**src/rtl/acq_pkg.sv**
```systemverilog
// shared widths, fx bus register map and frame constants
// for the acquisition slave; imported by every RTL block
`default_nettype none

package acq_pkg;

  // bus and data path widths
  typedef logic [15:0] fx_addr_t;
  typedef logic [7:0]  fx_byte_t;
  typedef logic [23:0] sample_t;
  // channel 1 sits in the top 24 bits
  typedef logic [71:0] sample_set_t;

  // module ids, upper address byte
  localparam logic [7:0] MOD_AD1   = 8'h11;
  localparam logic [7:0] MOD_AD2   = 8'h12;
  localparam logic [7:0] MOD_AD3   = 8'h13;
  localparam logic [7:0] MOD_MERGE = 8'h20;
  localparam logic [7:0] MOD_PACK  = 8'h21;

  // register offsets, lower address byte
  localparam logic [7:0] REG_AD_ENABLE   = 8'h00;
  localparam logic [7:0] REG_AD_PERIOD   = 8'h01;
  localparam logic [7:0] REG_AD_COUNT    = 8'h02;
  localparam logic [7:0] REG_MERGE_COUNT = 8'h00;
  localparam logic [7:0] REG_PACK_DEV_ID = 8'h00;
  localparam logic [7:0] REG_PACK_FRAMES = 8'h01;

  // adc timing, in clk_sys and ad_clk cycles
  localparam int AD_CLK_HALF   = 4;
  localparam int AD_MIN_PERIOD = 32;

  // output frame
  localparam logic [7:0] FRAME_HEADER = 8'hA5;
  localparam int         FRAME_LEN    = 13;

  typedef enum logic [2:0] {
    PK_IDLE,
    PK_HEADER,
    PK_DEV_ID,
    PK_SEQ,
    PK_DATA,
    PK_CHECKSUM
  } pack_state_t;

endpackage

`default_nettype wire

```
**src/rtl/fx_host_port.sv**
```systemverilog
// host side of the fx register bus: turns host strobes into fx cycles
// and returns the ORed module read data three cycles after host_rd
`default_nettype none

module fx_host_port (
  input  logic              clk_sys,
  input  logic              reset,
  input  logic              host_wr,
  input  logic              host_rd,
  input  acq_pkg::fx_addr_t host_addr,
  input  acq_pkg::fx_byte_t host_wdata,
  input  acq_pkg::fx_byte_t fx_q_ad1,
  input  acq_pkg::fx_byte_t fx_q_ad2,
  input  acq_pkg::fx_byte_t fx_q_ad3,
  input  acq_pkg::fx_byte_t fx_q_merge,
  input  acq_pkg::fx_byte_t fx_q_pack,
  output logic              fx_wr,
  output logic              fx_rd,
  output acq_pkg::fx_addr_t fx_waddr,
  output acq_pkg::fx_addr_t fx_raddr,
  output acq_pkg::fx_byte_t fx_data,
  output logic              host_rvld,
  output acq_pkg::fx_byte_t host_rdata
);

  // read in flight, lines up with the module fx_q stage
  logic rd_d1;

  // strobes and read valid pipeline
  always_ff @(posedge clk_sys) begin
    if (reset) begin
      fx_wr     <= 1'b0;
      fx_rd     <= 1'b0;
      rd_d1     <= 1'b0;
      host_rvld <= 1'b0;
    end else begin
      fx_wr     <= host_wr;
      fx_rd     <= host_rd;
      rd_d1     <= fx_rd;
      host_rvld <= rd_d1;
    end
  end

  // address and data hold until the next access
  always_ff @(posedge clk_sys) begin
    if (host_wr) begin
      fx_waddr <= host_addr;
      fx_data  <= host_wdata;
    end
    if (host_rd) begin
      fx_raddr <= host_addr;
    end
  end

  // modules not addressed drive zero, so a plain OR selects
  always_ff @(posedge clk_sys) begin
    host_rdata <= fx_q_ad1 | fx_q_ad2 | fx_q_ad3 | fx_q_merge | fx_q_pack;
  end

endmodule

`default_nettype wire

```
**src/rtl/ad_channel.sv**
```systemverilog
// one serial ADC channel: clock and sync generation, 24-bit deserializer
// and the enable, period and sample count registers on the fx bus
`default_nettype none

module ad_channel #(
  parameter logic [7:0] MOD_ID = acq_pkg::MOD_AD1
) (
  input  logic              clk_sys,
  input  logic              reset,
  input  logic              ad_din,
  input  logic              fx_wr,
  input  logic              fx_rd,
  input  acq_pkg::fx_addr_t fx_waddr,
  input  acq_pkg::fx_addr_t fx_raddr,
  input  acq_pkg::fx_byte_t fx_data,
  output logic              ad_clk,
  output logic              ad_sync,
  output logic              ad_cfg,
  output logic              ad_vld,
  output acq_pkg::sample_t  ad_data,
  output acq_pkg::fx_byte_t fx_q
);
  import acq_pkg::*;

  logic     enable;
  fx_byte_t period;
  fx_byte_t sample_cnt;
  fx_byte_t half_cnt;
  fx_byte_t per_cnt;
  fx_byte_t per_last;
  logic     half_end;
  logic     rise_evt;
  logic     fall_evt;
  logic     wr_hit;
  logic     shift_done;
  sample_t  shift_sr;

  assign wr_hit = fx_wr && (fx_waddr[15:8] == MOD_ID);

  // ------------------------------
  // registers
  // ------------------------------
  always_ff @(posedge clk_sys) begin
    if (reset) begin
      enable <= 1'b0;
      period <= 8'(AD_MIN_PERIOD);
    end else if (wr_hit) begin
      case (fx_waddr[7:0])
        REG_AD_ENABLE: enable <= fx_data[0];
        REG_AD_PERIOD: period <= fx_data;
        default: ;
      endcase
    end
  end

  assign ad_cfg = enable;

  // ------------------------------
  // ad_clk divider and period counter
  // ------------------------------
  assign half_end = (half_cnt == 8'(AD_CLK_HALF - 1));
  assign rise_evt = enable && half_end && !ad_clk;
  assign fall_evt = enable && half_end && ad_clk;

  // short periods are stretched to the minimum
  assign per_last = (period < 8'(AD_MIN_PERIOD)) ? 8'(AD_MIN_PERIOD - 1) : period - 8'd1;

  // an ad_clk period is its low phase then its high phase
  always_ff @(posedge clk_sys) begin
    if (reset || !enable) begin
      half_cnt <= '0;
      ad_clk   <= 1'b0;
      per_cnt  <= '0;
    end else begin
      if (half_end) begin
        half_cnt <= '0;
        ad_clk   <= ~ad_clk;
      end else begin
        half_cnt <= half_cnt + 8'd1;
      end
      if (fall_evt) begin
        per_cnt <= (per_cnt >= per_last) ? '0 : per_cnt + 8'd1;
      end
    end
  end

  // first ad_clk period of every sample period
  assign ad_sync = enable && (per_cnt == '0);

  // ------------------------------
  // deserializer
  // ------------------------------
  // periods 1 to 24 carry the bits, MSB first
  always_ff @(posedge clk_sys) begin
    if (rise_evt && (per_cnt != '0) && (per_cnt <= 8'($bits(sample_t)))) begin
      shift_sr <= {shift_sr[$bits(sample_t)-2:0], ad_din};
    end
    if (shift_done) begin
      ad_data <= shift_sr;
    end
  end

  always_ff @(posedge clk_sys) begin
    if (reset) begin
      shift_done <= 1'b0;
      ad_vld     <= 1'b0;
      sample_cnt <= '0;
    end else begin
      shift_done <= rise_evt && (per_cnt == 8'($bits(sample_t)));
      ad_vld     <= shift_done;
      // a write to enable restarts the count
      if (wr_hit && (fx_waddr[7:0] == REG_AD_ENABLE)) begin
        sample_cnt <= '0;
      end else if (shift_done) begin
        sample_cnt <= sample_cnt + 8'd1;
      end
    end
  end

  // read back
  always_ff @(posedge clk_sys) begin
    if (reset) begin
      fx_q <= '0;
    end else if (fx_rd && (fx_raddr[15:8] == MOD_ID)) begin
      case (fx_raddr[7:0])
        REG_AD_ENABLE: fx_q <= {7'd0, enable};
        REG_AD_PERIOD: fx_q <= period;
        REG_AD_COUNT:  fx_q <= sample_cnt;
        default:       fx_q <= '0;
      endcase
    end else begin
      fx_q <= '0;
    end
  end

endmodule

`default_nettype wire

```
**src/rtl/sample_merge.sv**
```systemverilog
// collects one sample from each channel into a sample set,
// counts the sets and exposes the count on the fx bus
`default_nettype none

module sample_merge (
  input  logic                 clk_sys,
  input  logic                 reset,
  input  logic                 ad1_vld,
  input  logic                 ad2_vld,
  input  logic                 ad3_vld,
  input  acq_pkg::sample_t     ad1_data,
  input  acq_pkg::sample_t     ad2_data,
  input  acq_pkg::sample_t     ad3_data,
  input  logic                 fx_rd,
  input  acq_pkg::fx_addr_t    fx_raddr,
  output logic                 set_vld,
  output acq_pkg::sample_set_t set_data,
  output acq_pkg::fx_byte_t    fx_q
);
  import acq_pkg::*;

  logic [2:0] flags;
  logic       all_set;
  sample_t    held1;
  sample_t    held2;
  sample_t    held3;
  fx_byte_t   set_cnt;

  assign all_set = &flags;

  // a new arrival keeps its flag even on the emit cycle
  always_ff @(posedge clk_sys) begin
    if (reset) begin
      flags   <= '0;
      set_vld <= 1'b0;
      set_cnt <= '0;
    end else begin
      flags   <= {ad3_vld, ad2_vld, ad1_vld} | (flags & {3{~all_set}});
      set_vld <= all_set;
      if (all_set) begin
        set_cnt <= set_cnt + 8'd1;
      end
    end
  end

  // latest sample wins
  always_ff @(posedge clk_sys) begin
    if (ad1_vld) held1 <= ad1_data;
    if (ad2_vld) held2 <= ad2_data;
    if (ad3_vld) held3 <= ad3_data;
    if (all_set) set_data <= {held1, held2, held3};
  end

  always_ff @(posedge clk_sys) begin
    if (reset) begin
      fx_q <= '0;
    end else if (fx_rd && (fx_raddr[15:8] == MOD_MERGE)
                 && (fx_raddr[7:0] == REG_MERGE_COUNT)) begin
      fx_q <= set_cnt;
    end else begin
      fx_q <= '0;
    end
  end

endmodule

`default_nettype wire

```
**src/rtl/frame_packer.sv**
```systemverilog
// packs each sample set into a 13-byte frame with header, dev id,
// sequence number, nine data bytes and an XOR checksum
`default_nettype none

module frame_packer (
  input  logic                 clk_sys,
  input  logic                 reset,
  input  logic                 set_vld,
  input  acq_pkg::sample_set_t set_data,
  input  logic                 fx_wr,
  input  logic                 fx_rd,
  input  acq_pkg::fx_addr_t    fx_waddr,
  input  acq_pkg::fx_addr_t    fx_raddr,
  input  acq_pkg::fx_byte_t    fx_data,
  output acq_pkg::fx_byte_t    pk_data,
  output logic                 pk_vld,
  output logic                 pk_frm,
  output acq_pkg::fx_byte_t    fx_q
);
  import acq_pkg::*;

  pack_state_t state;
  fx_byte_t    dev_id;
  fx_byte_t    frame_cnt;
  fx_byte_t    csum;
  fx_byte_t    byte_cnt;
  sample_set_t data_sr;

  // state names the byte on the output
  assign pk_vld = (state != PK_IDLE);
  assign pk_frm = (state != PK_IDLE);

  always_comb begin
    case (state)
      PK_HEADER:   pk_data = FRAME_HEADER;
      PK_DEV_ID:   pk_data = dev_id;
      PK_SEQ:      pk_data = frame_cnt;
      PK_DATA:     pk_data = data_sr[$bits(sample_set_t)-1 -: 8];
      PK_CHECKSUM: pk_data = csum;
      default:     pk_data = '0;
    endcase
  end

  // ------------------------------
  // frame FSM
  // ------------------------------
  always_ff @(posedge clk_sys) begin
    if (reset) begin
      state     <= PK_IDLE;
      frame_cnt <= '0;
      csum      <= '0;
      byte_cnt  <= '0;
    end else begin
      // running XOR of everything sent so far
      csum <= (state == PK_IDLE) ? '0 : csum ^ pk_data;
      case (state)
        // sets arriving mid-frame are dropped
        PK_IDLE:   if (set_vld) state <= PK_HEADER;
        PK_HEADER: state <= PK_DEV_ID;
        PK_DEV_ID: state <= PK_SEQ;
        PK_SEQ: begin
          state    <= PK_DATA;
          byte_cnt <= '0;
        end
        PK_DATA: begin
          byte_cnt <= byte_cnt + 8'd1;
          // four bytes of the frame are not data
          if (byte_cnt == 8'(FRAME_LEN - 5)) begin
            state <= PK_CHECKSUM;
          end
        end
        PK_CHECKSUM: begin
          state     <= PK_IDLE;
          frame_cnt <= frame_cnt + 8'd1;
        end
        default: state <= PK_IDLE;
      endcase
    end
  end

  always_ff @(posedge clk_sys) begin
    if ((state == PK_IDLE) && set_vld) begin
      data_sr <= set_data;
    end else if (state == PK_DATA) begin
      data_sr <= data_sr << 8;
    end
  end

  // ------------------------------
  // registers
  // ------------------------------
  always_ff @(posedge clk_sys) begin
    if (reset) begin
      dev_id <= '0;
    end else if (fx_wr && (fx_waddr[15:8] == MOD_PACK)
                 && (fx_waddr[7:0] == REG_PACK_DEV_ID)) begin
      dev_id <= fx_data;
    end
  end

  always_ff @(posedge clk_sys) begin
    if (reset) begin
      fx_q <= '0;
    end else if (fx_rd && (fx_raddr[15:8] == MOD_PACK)) begin
      case (fx_raddr[7:0])
        REG_PACK_DEV_ID: fx_q <= dev_id;
        REG_PACK_FRAMES: fx_q <= frame_cnt;
        default:         fx_q <= '0;
      endcase
    end else begin
      fx_q <= '0;
    end
  end

endmodule

`default_nettype wire

```
**src/rtl/acq_top.sv**
```systemverilog
// top of the acquisition slave: host register port, three ADC channels,
// sample merge and frame packer on a shared fx bus
`default_nettype none

module acq_top (
  input  logic              clk_sys,
  input  logic              reset,
  input  logic              host_wr,
  input  logic              host_rd,
  input  acq_pkg::fx_addr_t host_addr,
  input  acq_pkg::fx_byte_t host_wdata,
  input  logic              ad1_din,
  input  logic              ad2_din,
  input  logic              ad3_din,
  output logic              host_rvld,
  output acq_pkg::fx_byte_t host_rdata,
  output logic              ad1_clk,
  output logic              ad1_sync,
  output logic              ad1_cfg,
  output logic              ad2_clk,
  output logic              ad2_sync,
  output logic              ad2_cfg,
  output logic              ad3_clk,
  output logic              ad3_sync,
  output logic              ad3_cfg,
  output acq_pkg::fx_byte_t pk_data,
  output logic              pk_vld,
  output logic              pk_frm
);
  import acq_pkg::*;

  // ------------------------------
  // fx bus
  // ------------------------------
  logic     fx_wr;
  logic     fx_rd;
  fx_addr_t fx_waddr;
  fx_addr_t fx_raddr;
  fx_byte_t fx_data;
  fx_byte_t fx_q_ad1;
  fx_byte_t fx_q_ad2;
  fx_byte_t fx_q_ad3;
  fx_byte_t fx_q_merge;
  fx_byte_t fx_q_pack;

  fx_host_port u_host_port (
    .clk_sys    (clk_sys),
    .reset      (reset),
    .host_wr    (host_wr),
    .host_rd    (host_rd),
    .host_addr  (host_addr),
    .host_wdata (host_wdata),
    .fx_q_ad1   (fx_q_ad1),
    .fx_q_ad2   (fx_q_ad2),
    .fx_q_ad3   (fx_q_ad3),
    .fx_q_merge (fx_q_merge),
    .fx_q_pack  (fx_q_pack),
    .fx_wr      (fx_wr),
    .fx_rd      (fx_rd),
    .fx_waddr   (fx_waddr),
    .fx_raddr   (fx_raddr),
    .fx_data    (fx_data),
    .host_rvld  (host_rvld),
    .host_rdata (host_rdata)
  );

  // ------------------------------
  // adc channels
  // ------------------------------
  logic        ad1_vld;
  logic        ad2_vld;
  logic        ad3_vld;
  sample_t     ad1_data;
  sample_t     ad2_data;
  sample_t     ad3_data;

  ad_channel #(.MOD_ID(MOD_AD1)) u_ad1 (
    .clk_sys (clk_sys),
    .reset   (reset),
    .ad_din  (ad1_din),
    .fx_wr   (fx_wr),
    .fx_rd   (fx_rd),
    .fx_waddr(fx_waddr),
    .fx_raddr(fx_raddr),
    .fx_data (fx_data),
    .ad_clk  (ad1_clk),
    .ad_sync (ad1_sync),
    .ad_cfg  (ad1_cfg),
    .ad_vld  (ad1_vld),
    .ad_data (ad1_data),
    .fx_q    (fx_q_ad1)
  );

  ad_channel #(.MOD_ID(MOD_AD2)) u_ad2 (
    .clk_sys (clk_sys),
    .reset   (reset),
    .ad_din  (ad2_din),
    .fx_wr   (fx_wr),
    .fx_rd   (fx_rd),
    .fx_waddr(fx_waddr),
    .fx_raddr(fx_raddr),
    .fx_data (fx_data),
    .ad_clk  (ad2_clk),
    .ad_sync (ad2_sync),
    .ad_cfg  (ad2_cfg),
    .ad_vld  (ad2_vld),
    .ad_data (ad2_data),
    .fx_q    (fx_q_ad2)
  );

  ad_channel #(.MOD_ID(MOD_AD3)) u_ad3 (
    .clk_sys (clk_sys),
    .reset   (reset),
    .ad_din  (ad3_din),
    .fx_wr   (fx_wr),
    .fx_rd   (fx_rd),
    .fx_waddr(fx_waddr),
    .fx_raddr(fx_raddr),
    .fx_data (fx_data),
    .ad_clk  (ad3_clk),
    .ad_sync (ad3_sync),
    .ad_cfg  (ad3_cfg),
    .ad_vld  (ad3_vld),
    .ad_data (ad3_data),
    .fx_q    (fx_q_ad3)
  );

  // ------------------------------
  // merge and pack
  // ------------------------------
  logic        set_vld;
  sample_set_t set_data;

  sample_merge u_merge (
    .clk_sys  (clk_sys),
    .reset    (reset),
    .ad1_vld  (ad1_vld),
    .ad2_vld  (ad2_vld),
    .ad3_vld  (ad3_vld),
    .ad1_data (ad1_data),
    .ad2_data (ad2_data),
    .ad3_data (ad3_data),
    .fx_rd    (fx_rd),
    .fx_raddr (fx_raddr),
    .set_vld  (set_vld),
    .set_data (set_data),
    .fx_q     (fx_q_merge)
  );

  frame_packer u_packer (
    .clk_sys  (clk_sys),
    .reset    (reset),
    .set_vld  (set_vld),
    .set_data (set_data),
    .fx_wr    (fx_wr),
    .fx_rd    (fx_rd),
    .fx_waddr (fx_waddr),
    .fx_raddr (fx_raddr),
    .fx_data  (fx_data),
    .pk_data  (pk_data),
    .pk_vld   (pk_vld),
    .pk_frm   (pk_frm),
    .fx_q     (fx_q_pack)
  );

endmodule

`default_nettype wire

```
**config.mk**
```make
export PLATFORM = sky130hd
export DESIGN_NAME = acq_top
export DESIGN_NICKNAME = d
export VERILOG_FILES = /design/src/rtl/acq_pkg.sv /design/src/rtl/fx_host_port.sv /design/src/rtl/ad_channel.sv /design/src/rtl/sample_merge.sv /design/src/rtl/frame_packer.sv /design/src/rtl/acq_top.sv
export SDC_FILE = /design/constraint.sdc
export NUM_CORES = 1
export LEC_CHECK = 0
export ABC_AREA = 1
export BUFFER_PORTS_ARGS = -buffer_cell sky130_fd_sc_hd__buf_2
export CORE_AREA = 2 2 205 207
export DETAILED_ROUTE_END_ITERATION = 16
export DIE_AREA = 0 0 207 209
export PLACE_DENSITY = 0.78
export SLEW_MARGIN = 20
export SYNTH_ARGS = -nofsm -noshare
export SYNTH_HDL_FRONTEND = slang
export SYNTH_SLANG_ARGS = --single-unit
```
**constraint.sdc**
```tcl
create_clock -name clk_sys -period 3.52 [get_ports clk_sys]
set_input_delay 0.176 -clock clk_sys [delete_from_list [all_inputs] [get_ports clk_sys]]
set_output_delay 0.176 -clock clk_sys [all_outputs]
set_load 0.03 [all_outputs]
```
==> impl_metrics.py, run 1 <==
metrics = {
    "run_status": {
        "status": "finished, final reports clean",
    },
    "placement": {
        "place.gp.congestion": 0.873,
        "dpl_cell_area_um2": 23800,
        "io_buffers": 58,
        "dpl.hpwl_um": 28400,
    },
    "setup_path": {
        "path_class": "flip-flop to output port",
        "critical_path.startpoint": "u_packer.state[2]",
        "worstReg2RegStart": "u_ad3.period[0]",
        "endpoint": "pk_data[1]",
        "worst_setup_path_start_kind": "flip-flop",
        "reg2reg_depth": 16,
        "setup.worst_path.end_class": "output port",
        "path_max_fanout": 8,
        "worst-r2r-setup-slack_ns": 1.25,
        "r2r_end": "u_ad3.per_cnt[0]",
        "worstPathRequired_ns": 3.34,
        "crit_arrival_ns": 2.17,
    },
    "clock_network": {
        "clk_pin_slew_worst_paths_ns": 0.06,
        "post_cts_resized": 0,
        "clock-sinks": 607,
        "cts.path.max_buffers": 3,
        "tritoncts": "yes",
        "cts-root-buf": "clkbuf_16",
        "htreeDepth": 2,
        "insertion_delay_ns": 0.62,
        "cts_buffers": 56,
    },
    "detailed_routing": {
        "vias": 14500,
        "wire_per_inst_um": 16.3,
        "ant_nets": 0,
        "drc": 0,
        "routed_via_density": 5.29,
        "first_pass_iters": 6,
        "drt_iter0_drc": 1228,
        "routed_wl_um": 44500,
    },
    "sta": {
        "period_needed_ns": 2.34,
        "fmax_mhz": 427,
        "relSlewSlack_pct": 40.2,
        "grt_setup_unrepaired": "no",
        "fin_crit_sh_pct": 66.5,
        "finClkSkew_ns": 0.0346,
        "tightest_slew_ns": 0.894,
        "setup_viol": 0,
        "slew_viol_final": 0,
        "setup-tns-final_ns": 0,
        "hold_viol_final": 0,
    },
    "floorplanning": {
        "boundaryPins": 59,
        "start_util_pct": 55.3,
        "coreArea_um2": 41300,
        "die_w_um": 207,
        "die_y_um": 209,
        "row_count": 75,
        "die_area_um2": 43300,
    },
    "logic_synthesis": {
        "ys_seq_area_share_pct": 70.7,
        "syn_inst": 2022,
        "yosysWarnings": 0,
        "avgSynthCellArea_um2": 11.3,
        "syn-num-nets": 2096,
        "synth_cell_type_count": 51,
        "syn_area_um2": 22800,
        "synth_top_flop_cell": "edfxtp_1",
        "asyncSetResetFlopFracSynth_pct": 0,
        "synth_edf_count": 400,
        "ys_ff_latch": 607,
    },
    "run": {
        "maxCapViolations": 0,
    },
    "final_layout": {
        "area_growth_pct": 13.4,
        "drive_gt1_share_pct": 9.97,
        "finalInstanceArea_um2": 25900,
        "antenna_cells": 0,
        "nNetsFinal": 2224,
        "final_cell_mix": "nand2_1 (473), edfxtp_1 (400), nor2_1 (248)",
        "final_common_cell": "nand2_1",
    },
    "global_routing": {
        "antenna_found_initial": 0,
        "grt_pass1_wl_um": 72200,
        "grt_usage_pct": 20.7,
        "overflow": 0,
        "grt_max_degree": 73,
        "grt_pass1_vias": 14600,
    },
    "min_path": {
        "hold_class": "primary input to flip-flop",
    },
    "power": {
        "ir_drop_mv": 0.449,
        "power_leakage_uw": 0.00948,
        "powerDensity_nw_per_um2": 532,
    },
}
worst min path at each step:
stage / start / endpoint / slack [ns] / cells past startpoint
after detailed placement: host_wdata[1] / u_host_port.fx_data[1] / 0.35 / 1
after global placement: host_wdata[7] / u_host_port.fx_data[7] / 0.35 / 1
after CTS: host_wr / u_host_port.fx_wr / 0.06 / 3
final: host_wr / u_host_port.fx_wr / 0.11 / 3
after global routing: host_wr / u_host_port.fx_wr / 0.12 / 3
after floorplan: ad1_din / u_ad1.shift_sr[0] / 0.27 / 0
cell type report:
cell class	count	area [um2]
clock buffers	66	1450
clock inverters	39	354
fillers	3005	15400
inverters	218	821
multi-input cells	1166	5720
flip-flops and latches	607	16200
well taps	539	674
repair buffers	101	711
kinds of logic after synthesis:
kind of cell	after synthesis	share of synthesized area (%)
compound gates	197	4.62
flops	607	70.7
xor+xnor	29	1.11
fa+ha+maj	43	2.36
buf+inv	249	4.33
simple gates	897	16.8
synth_stat cells, types with 9 or more instances:
| library cell | count | area [um2] |
|---|---|---|
| nand2_1 | 473 | 1780 |
| edfxtp_1 | 400 | 12000 |
| nor2_1 | 248 | 931 |
| dfxtp_1 | 207 | 4140 |
| inv_1 | 203 | 762 |
| a21oi_1 | 82 | 410 |
| o21ai_0 | 80 | 400 |
| nand3_1 | 52 | 260 |
| ha_1 | 43 | 538 |
| nor3_1 | 42 | 210 |
| xor2_1 | 19 | 166 |
| a31oi_1 | 13 | 81.3 |
| nand4_1 | 13 | 81.3 |
| inv_2 | 12 | 45.0 |
| nor3b_1 | 12 | 90.1 |
| xnor2_1 | 10 | 87.6 |
| buf_2 | 9 | 45.0 |
| buf_4 | 9 | 67.6 |
| nand2_2 | 9 | 56.3 |
power by group:
| group | total, uW | internal [uW] | switching (uW) |
|---|---|---|---|
| sequential | 7600 | 7560 | 37.3 |
| combinational | 235 | 75.7 | 159 |
| clock | 5940 | 3330 | 2610 |
through the flow:
| step | utilization [%] | total power [uW] | cells | hold WS (ns) | setup slack (ns) |
|---|---|---|---|---|---|
| global placement | 57.6 | 7940 | 2602 | 0.354 | 1.33 |
| CTS | 62.7 | 13900 | 2736 | 0.0616 | 1.15 |
| floorplan | - | 7870 | 2022 | 0.275 | 0.387 |
| finish | 62.7 | 13800 | 2736 | 0.106 | 1.18 |
| detailed placement | 57.6 | 7950 | 2602 | 0.355 | 1.30 |
| global route | 62.7 | 14200 | 2736 | 0.115 | 0.962 |
state kept, by name, indices dropped and copies added, names as in the netlist, 16 cells and up:
signal / count
u_ad1.ad_data: 24
u_merge.held3: 24
u_ad3.shift_sr: 24
u_host_port.fx_raddr: 16
u_ad2.ad_data: 24
u_ad2.shift_sr: 24
u_merge.held2: 24
u_host_port.fx_waddr: 16
u_packer.data_sr: 72
u_ad3.ad_data: 24
u_ad1.shift_sr: 24
u_merge.held1: 24
u_merge.set_data: 72
critical path, stage by stage (launching register included):
cell and delay (ns):
dfxtp_1 0.40, inv_2 0.19, nand3_1 0.14, inv_2 0.16, nand2_1 0.06, o21ai_0 0.12, inv_1 0.10, nand2_1 0.15
buf_2 0.23
layer usage:
metal	up-vias	global-route usage, %	wire, um
li1	7029	-	-
met1	6926	26.1	18500
met2	423	36.1	22200
met3	108	3.10	2420
met4	0	8.45	1330
met5	-	0	0
repair_timing:
item | CTS | global route
hold endpoints to repair | 48 | 0
setup buffers | 0 | 0
hold buffers | 29 | 0
No activity file was read; power rests on OpenSTA's default activity.
==> inputs of run 2 (changes only) <==
Settings changed: ABC_AREA 1 to 0, CORE_AREA 2 2 205 207 to 2 2 194 196, DIE_AREA 0 0 207 209 to 0 0 196 198, PLACE_DENSITY 0.78 to 0.81.
Clock period 3.52 ns to 2.31 ns, I/O delays scaled along.
==> run 2 against run 1 <==
  * Highest routed layer is now met5
  * The run now ends with negative setup slack left
  * Core utilization up 8.8 points
  * First-iteration DRC count is essentially flat
  * Combinational power shrank 24%
  * Via count down 7.0%
==> impl_metrics.py, run 2 <==
metrics = {
    "run_status": {
        "status": "finished, violations left",
        "failed_checks": "negative setup slack",
    },
    "logic_synthesis": {
        "yosysWarnings": 0,
        "synth_top_area_cell": "edfxtp_1",
        "synth_compound_area_share_pct": 3.95,
        "ys_ff_latch": 607,
        "synthMuxAreaShare_pct": 5.59,
        "synth_xor_area_share_pct": 3.01,
        "syn-num-nets": 1644,
        "synth_edf_count": 400,
        "synthAdderAreaFrac_pct": 2.40,
        "yosys.area_share.simple_pct": 11.7,
        "yosysMostFrequentCell": "edfxtp_1",
        "ys_seq_area_share_pct": 72.1,
        "avgSynthCellArea_um2": 14.3,
        "synth_cell_type_count": 65,
        "synth_top_family_by_area": "simple AND/OR/NAND/NOR gates",
        "yosys-top-cells-count": "edfxtp_1 (400), dfxtp_1 (207), nor2_1 (189)",
        "synth_top_area_share_pct": 53.6,
        "syn_inst": 1570,
        "syn_area_um2": 22400,
        "synth_top_flop_cell": "edfxtp_1",
        "synth_area_leaders": "edfxtp_1 (54%), dfxtp_1 (18%), mux2_2 (3.3%), nor2_1 (3.2%), ha_1 (2.4%)",
        "asyncSetResetFlopFracSynth_pct": 0,
    },
    "setup_path": {
        "critical_path.cell_chain": "nor3_4 > nand3_2 > o31ai_2 > ha_1 > a21oi_2 > nand2_2 > a311oi_2 > buf_4 > mux2i_1 > nor2_1",
        "worst_setup_path_start_kind": "flip-flop",
        "r2r_end": "u_ad1.per_cnt[0]",
        "worstReg2RegStart": "u_ad1.period[4]",
        "reg2reg_depth": 10,
        "setup.worst_path.end_class": "flip-flop",
        "path_max_fanout": 6,
        "worst_path_largest_cell_delay_ns": 0.37,
        "worstPathRequired_ns": 2.81,
        "crit_arrival_ns": 3.03,
        "path_class": "flip-flop to flip-flop",
        "critical_path.startpoint": "u_ad1.period[4]",
        "endpoint": "u_ad1.per_cnt[0]",
        "cp_slowest_cell": "dfxtp_4",
        "worst-r2r-setup-slack_ns": -0.22,
    },
    "placement": {
        "place_inst": 2136,
        "place.gp.congestion": 0.854,
        "dpl.hpwl_um": 27300,
        "io_buffers": 58,
        "dpl_cell_area_um2": 23800,
    },
    "final_layout": {
        "final_cell_mix": "edfxtp_1 (400), dfxtp_1 (192), nor2_1 (185)",
        "final_util_pct": 71.5,
        "nNetsFinal": 1834,
        "final_common_cell": "edfxtp_1",
        "finalInstanceArea_um2": 26400,
        "fin_cells": 2278,
        "multi_input_area_um2": 6350,
        "drive_gt1_share_pct": 21.9,
        "nFillCells": 2193,
        "reg_top3": "u_merge.set_data x72, u_packer.data_sr x72",
        "area_growth_pct": 17.9,
        "seqCellArea_um2": 16200,
        "antenna_cells": 0,
    },
    "floorplanning": {
        "row_count": 71,
        "start_util_pct": 60.6,
        "die_w_um": 196,
        "die_area_um2": 38800,
        "coreArea_um2": 37000,
        "die_y_um": 198,
        "boundaryPins": 59,
    },
    "detailed_routing": {
        "vias": 13500,
        "routed_via_density": 5.92,
        "ant_nets": 0,
        "drt_iter0_drc": 1227,
        "routed_wl_um": 47200,
        "drc": 0,
        "first_pass_iters": 8,
        "wire_per_inst_um": 20.7,
    },
    "global_routing": {
        "grt_pass1_vias": 13300,
        "grt_max_degree": 73,
        "grt_pass1_wl_um": 72000,
        "antenna_found_initial": 1,
        "grt_usage_pct": 24.1,
        "overflow": 0,
    },
    "power": {
        "p_int_uw": 17000,
        "power_leakage_uw": 0.00909,
        "p_comb_share_pct": 0.8,
        "pwr-share-clk_pct": 44.4,
        "p_switching_uw": 4110,
        "switching_share_pct": 19.4,
        "powerDensity_nw_per_um2": 801,
        "pwr-share-seq_pct": 54.7,
        "ir_drop_mv": 0.578,
    },
    "sta": {
        "relSlewSlack_pct": 56.3,
        "setup-tns-final_ns": -0.932,
        "tightest_slew_ns": 0.650,
        "slew_viol_final": 0,
        "finClkSkew_ns": 0.0313,
        "period_needed_ns": 2.53,
        "setup_viol": 15,
        "grt_setup_unrepaired": "yes",
        "hold_viol_final": 0,
        "holdWs_ns": 0.0288,
        "fmax_mhz": 396,
        "fin_crit_sh_pct": 109,
        "finalWorstSetupSlack_ns": -0.216,
    },
    "clock_network": {
        "clock-sinks": 607,
        "cts.path.max_buffers": 3,
        "clk_pin_slew_worst_paths_ns": 0.08,
        "tritoncts": "yes",
        "cts_buffers": 56,
        "htreeDepth": 2,
        "insertion_delay_ns": 0.61,
        "cts-root-buf": "clkbuf_16",
    },
    "min_path": {
        "hold_class": "primary input to flip-flop",
    },
    "run": {
        "maxCapViolations": 0,
    },
}
-- run 2: cell count changes after synthesis, sizes merged, moves of 23 or more --
cell / change
and3: +24
nor2: -63
a21oi: -39
mux2i: +51
nand2: -393
mux2: +66
a22oi: +29
nor2b: +23
xnor2: +26
o21ai: -69
inv: -186
-- run 2: area by class of cell --
| type | count | area share (%) |
|---|---|---|
| Tap cell | 474 | 2.25 |
| Sequential cell | 607 | 61.3 |
| Inverter | 29 | 0.436 |
| Multi-Input combinational cell | 901 | 24.1 |
| Clock inverter | 25 | 1.11 |
| Clock buffer | 77 | 5.99 |
| Timing Repair Buffer | 165 | 4.87 |
-- run 2: repair_timing --
action | in CTS | in global routing
hold buffers | 29 | 0
gates resized for setup | 46 | 55
setup buffers | 7 | 4
endpoints found under the setup margin | 17 | 56
pin swaps | 24 | 19
endpoints found under the hold margin | 63 | 0
-- run 2: logic make-up after synthesis --
logic type,count (synthesis)
xor gates and xnor gates,77
adders and majority gates,43
muxes,117
buffers and inverters,62
AOI/OAI and AO/OA,135
and+or+nand+nor,529
DFF,607
-- run 2: through the flow --
step | setup slack [ns] | total power (uW)
after floorplan | -0.433 | 11800
after global placement | -0.0927 | 11900
after detailed placement | -0.212 | 11900
after CTS | -0.0519 | 21200
after global routing | -0.219 | 21700
final | -0.216 | 21200
-- run 2: worst min path at each step --
stage          cells after the start  slack (ns)           from                  endpoint
2_1_floorplan                      0        0.21        ad1_din         u_ad1.shift_sr[0]
5_1_grt                            1        0.05        host_wr    u_host_port.fx_data[0]
3_5_place_dp                       1        0.29  host_wdata[6]    u_host_port.fx_data[6]
3_3_place_gp                       1        0.29        ad3_din         u_ad3.shift_sr[0]
4_1_cts                            1        0.02        host_wr  u_host_port.fx_waddr[13]
6_report                           1        0.03        host_wr   u_host_port.fx_waddr[4]
-- run 2: critical path: cells and delay by family, from the launching register on --
family	cells	cell delay, ns
AO/OA/AOI/OAI	3	0.73
AND/OR/NAND/NOR	4	0.64
flip-flops	1	0.37
adder cells (fa/ha/maj)	1	0.32
buffers and inverters	1	0.23
multiplexers	1	0.12
-- run 2: power groups by stage --
stage	logic (uW)	registers (uW)	clock network, uW
final	179	11600	9400
after global routing	188	11600	9900
after CTS	170	11600	9460
after detailed placement	131	11800	0
after global placement	129	11800	0
after floorplan	59.4	11800	0
-- run 2: layer usage --
| metal | routed length, um | GRT usage, % | vias up |
|---|---|---|---|
| li1 | - | - | 6143 |
| met1 | 18900 | 31.8 | 6550 |
| met2 | 23000 | 39.7 | 637 |
| met3 | 3510 | 4.56 | 144 |
| met4 | 1800 | 10.2 | 2 |
| met5 | 11 | 0 | - |
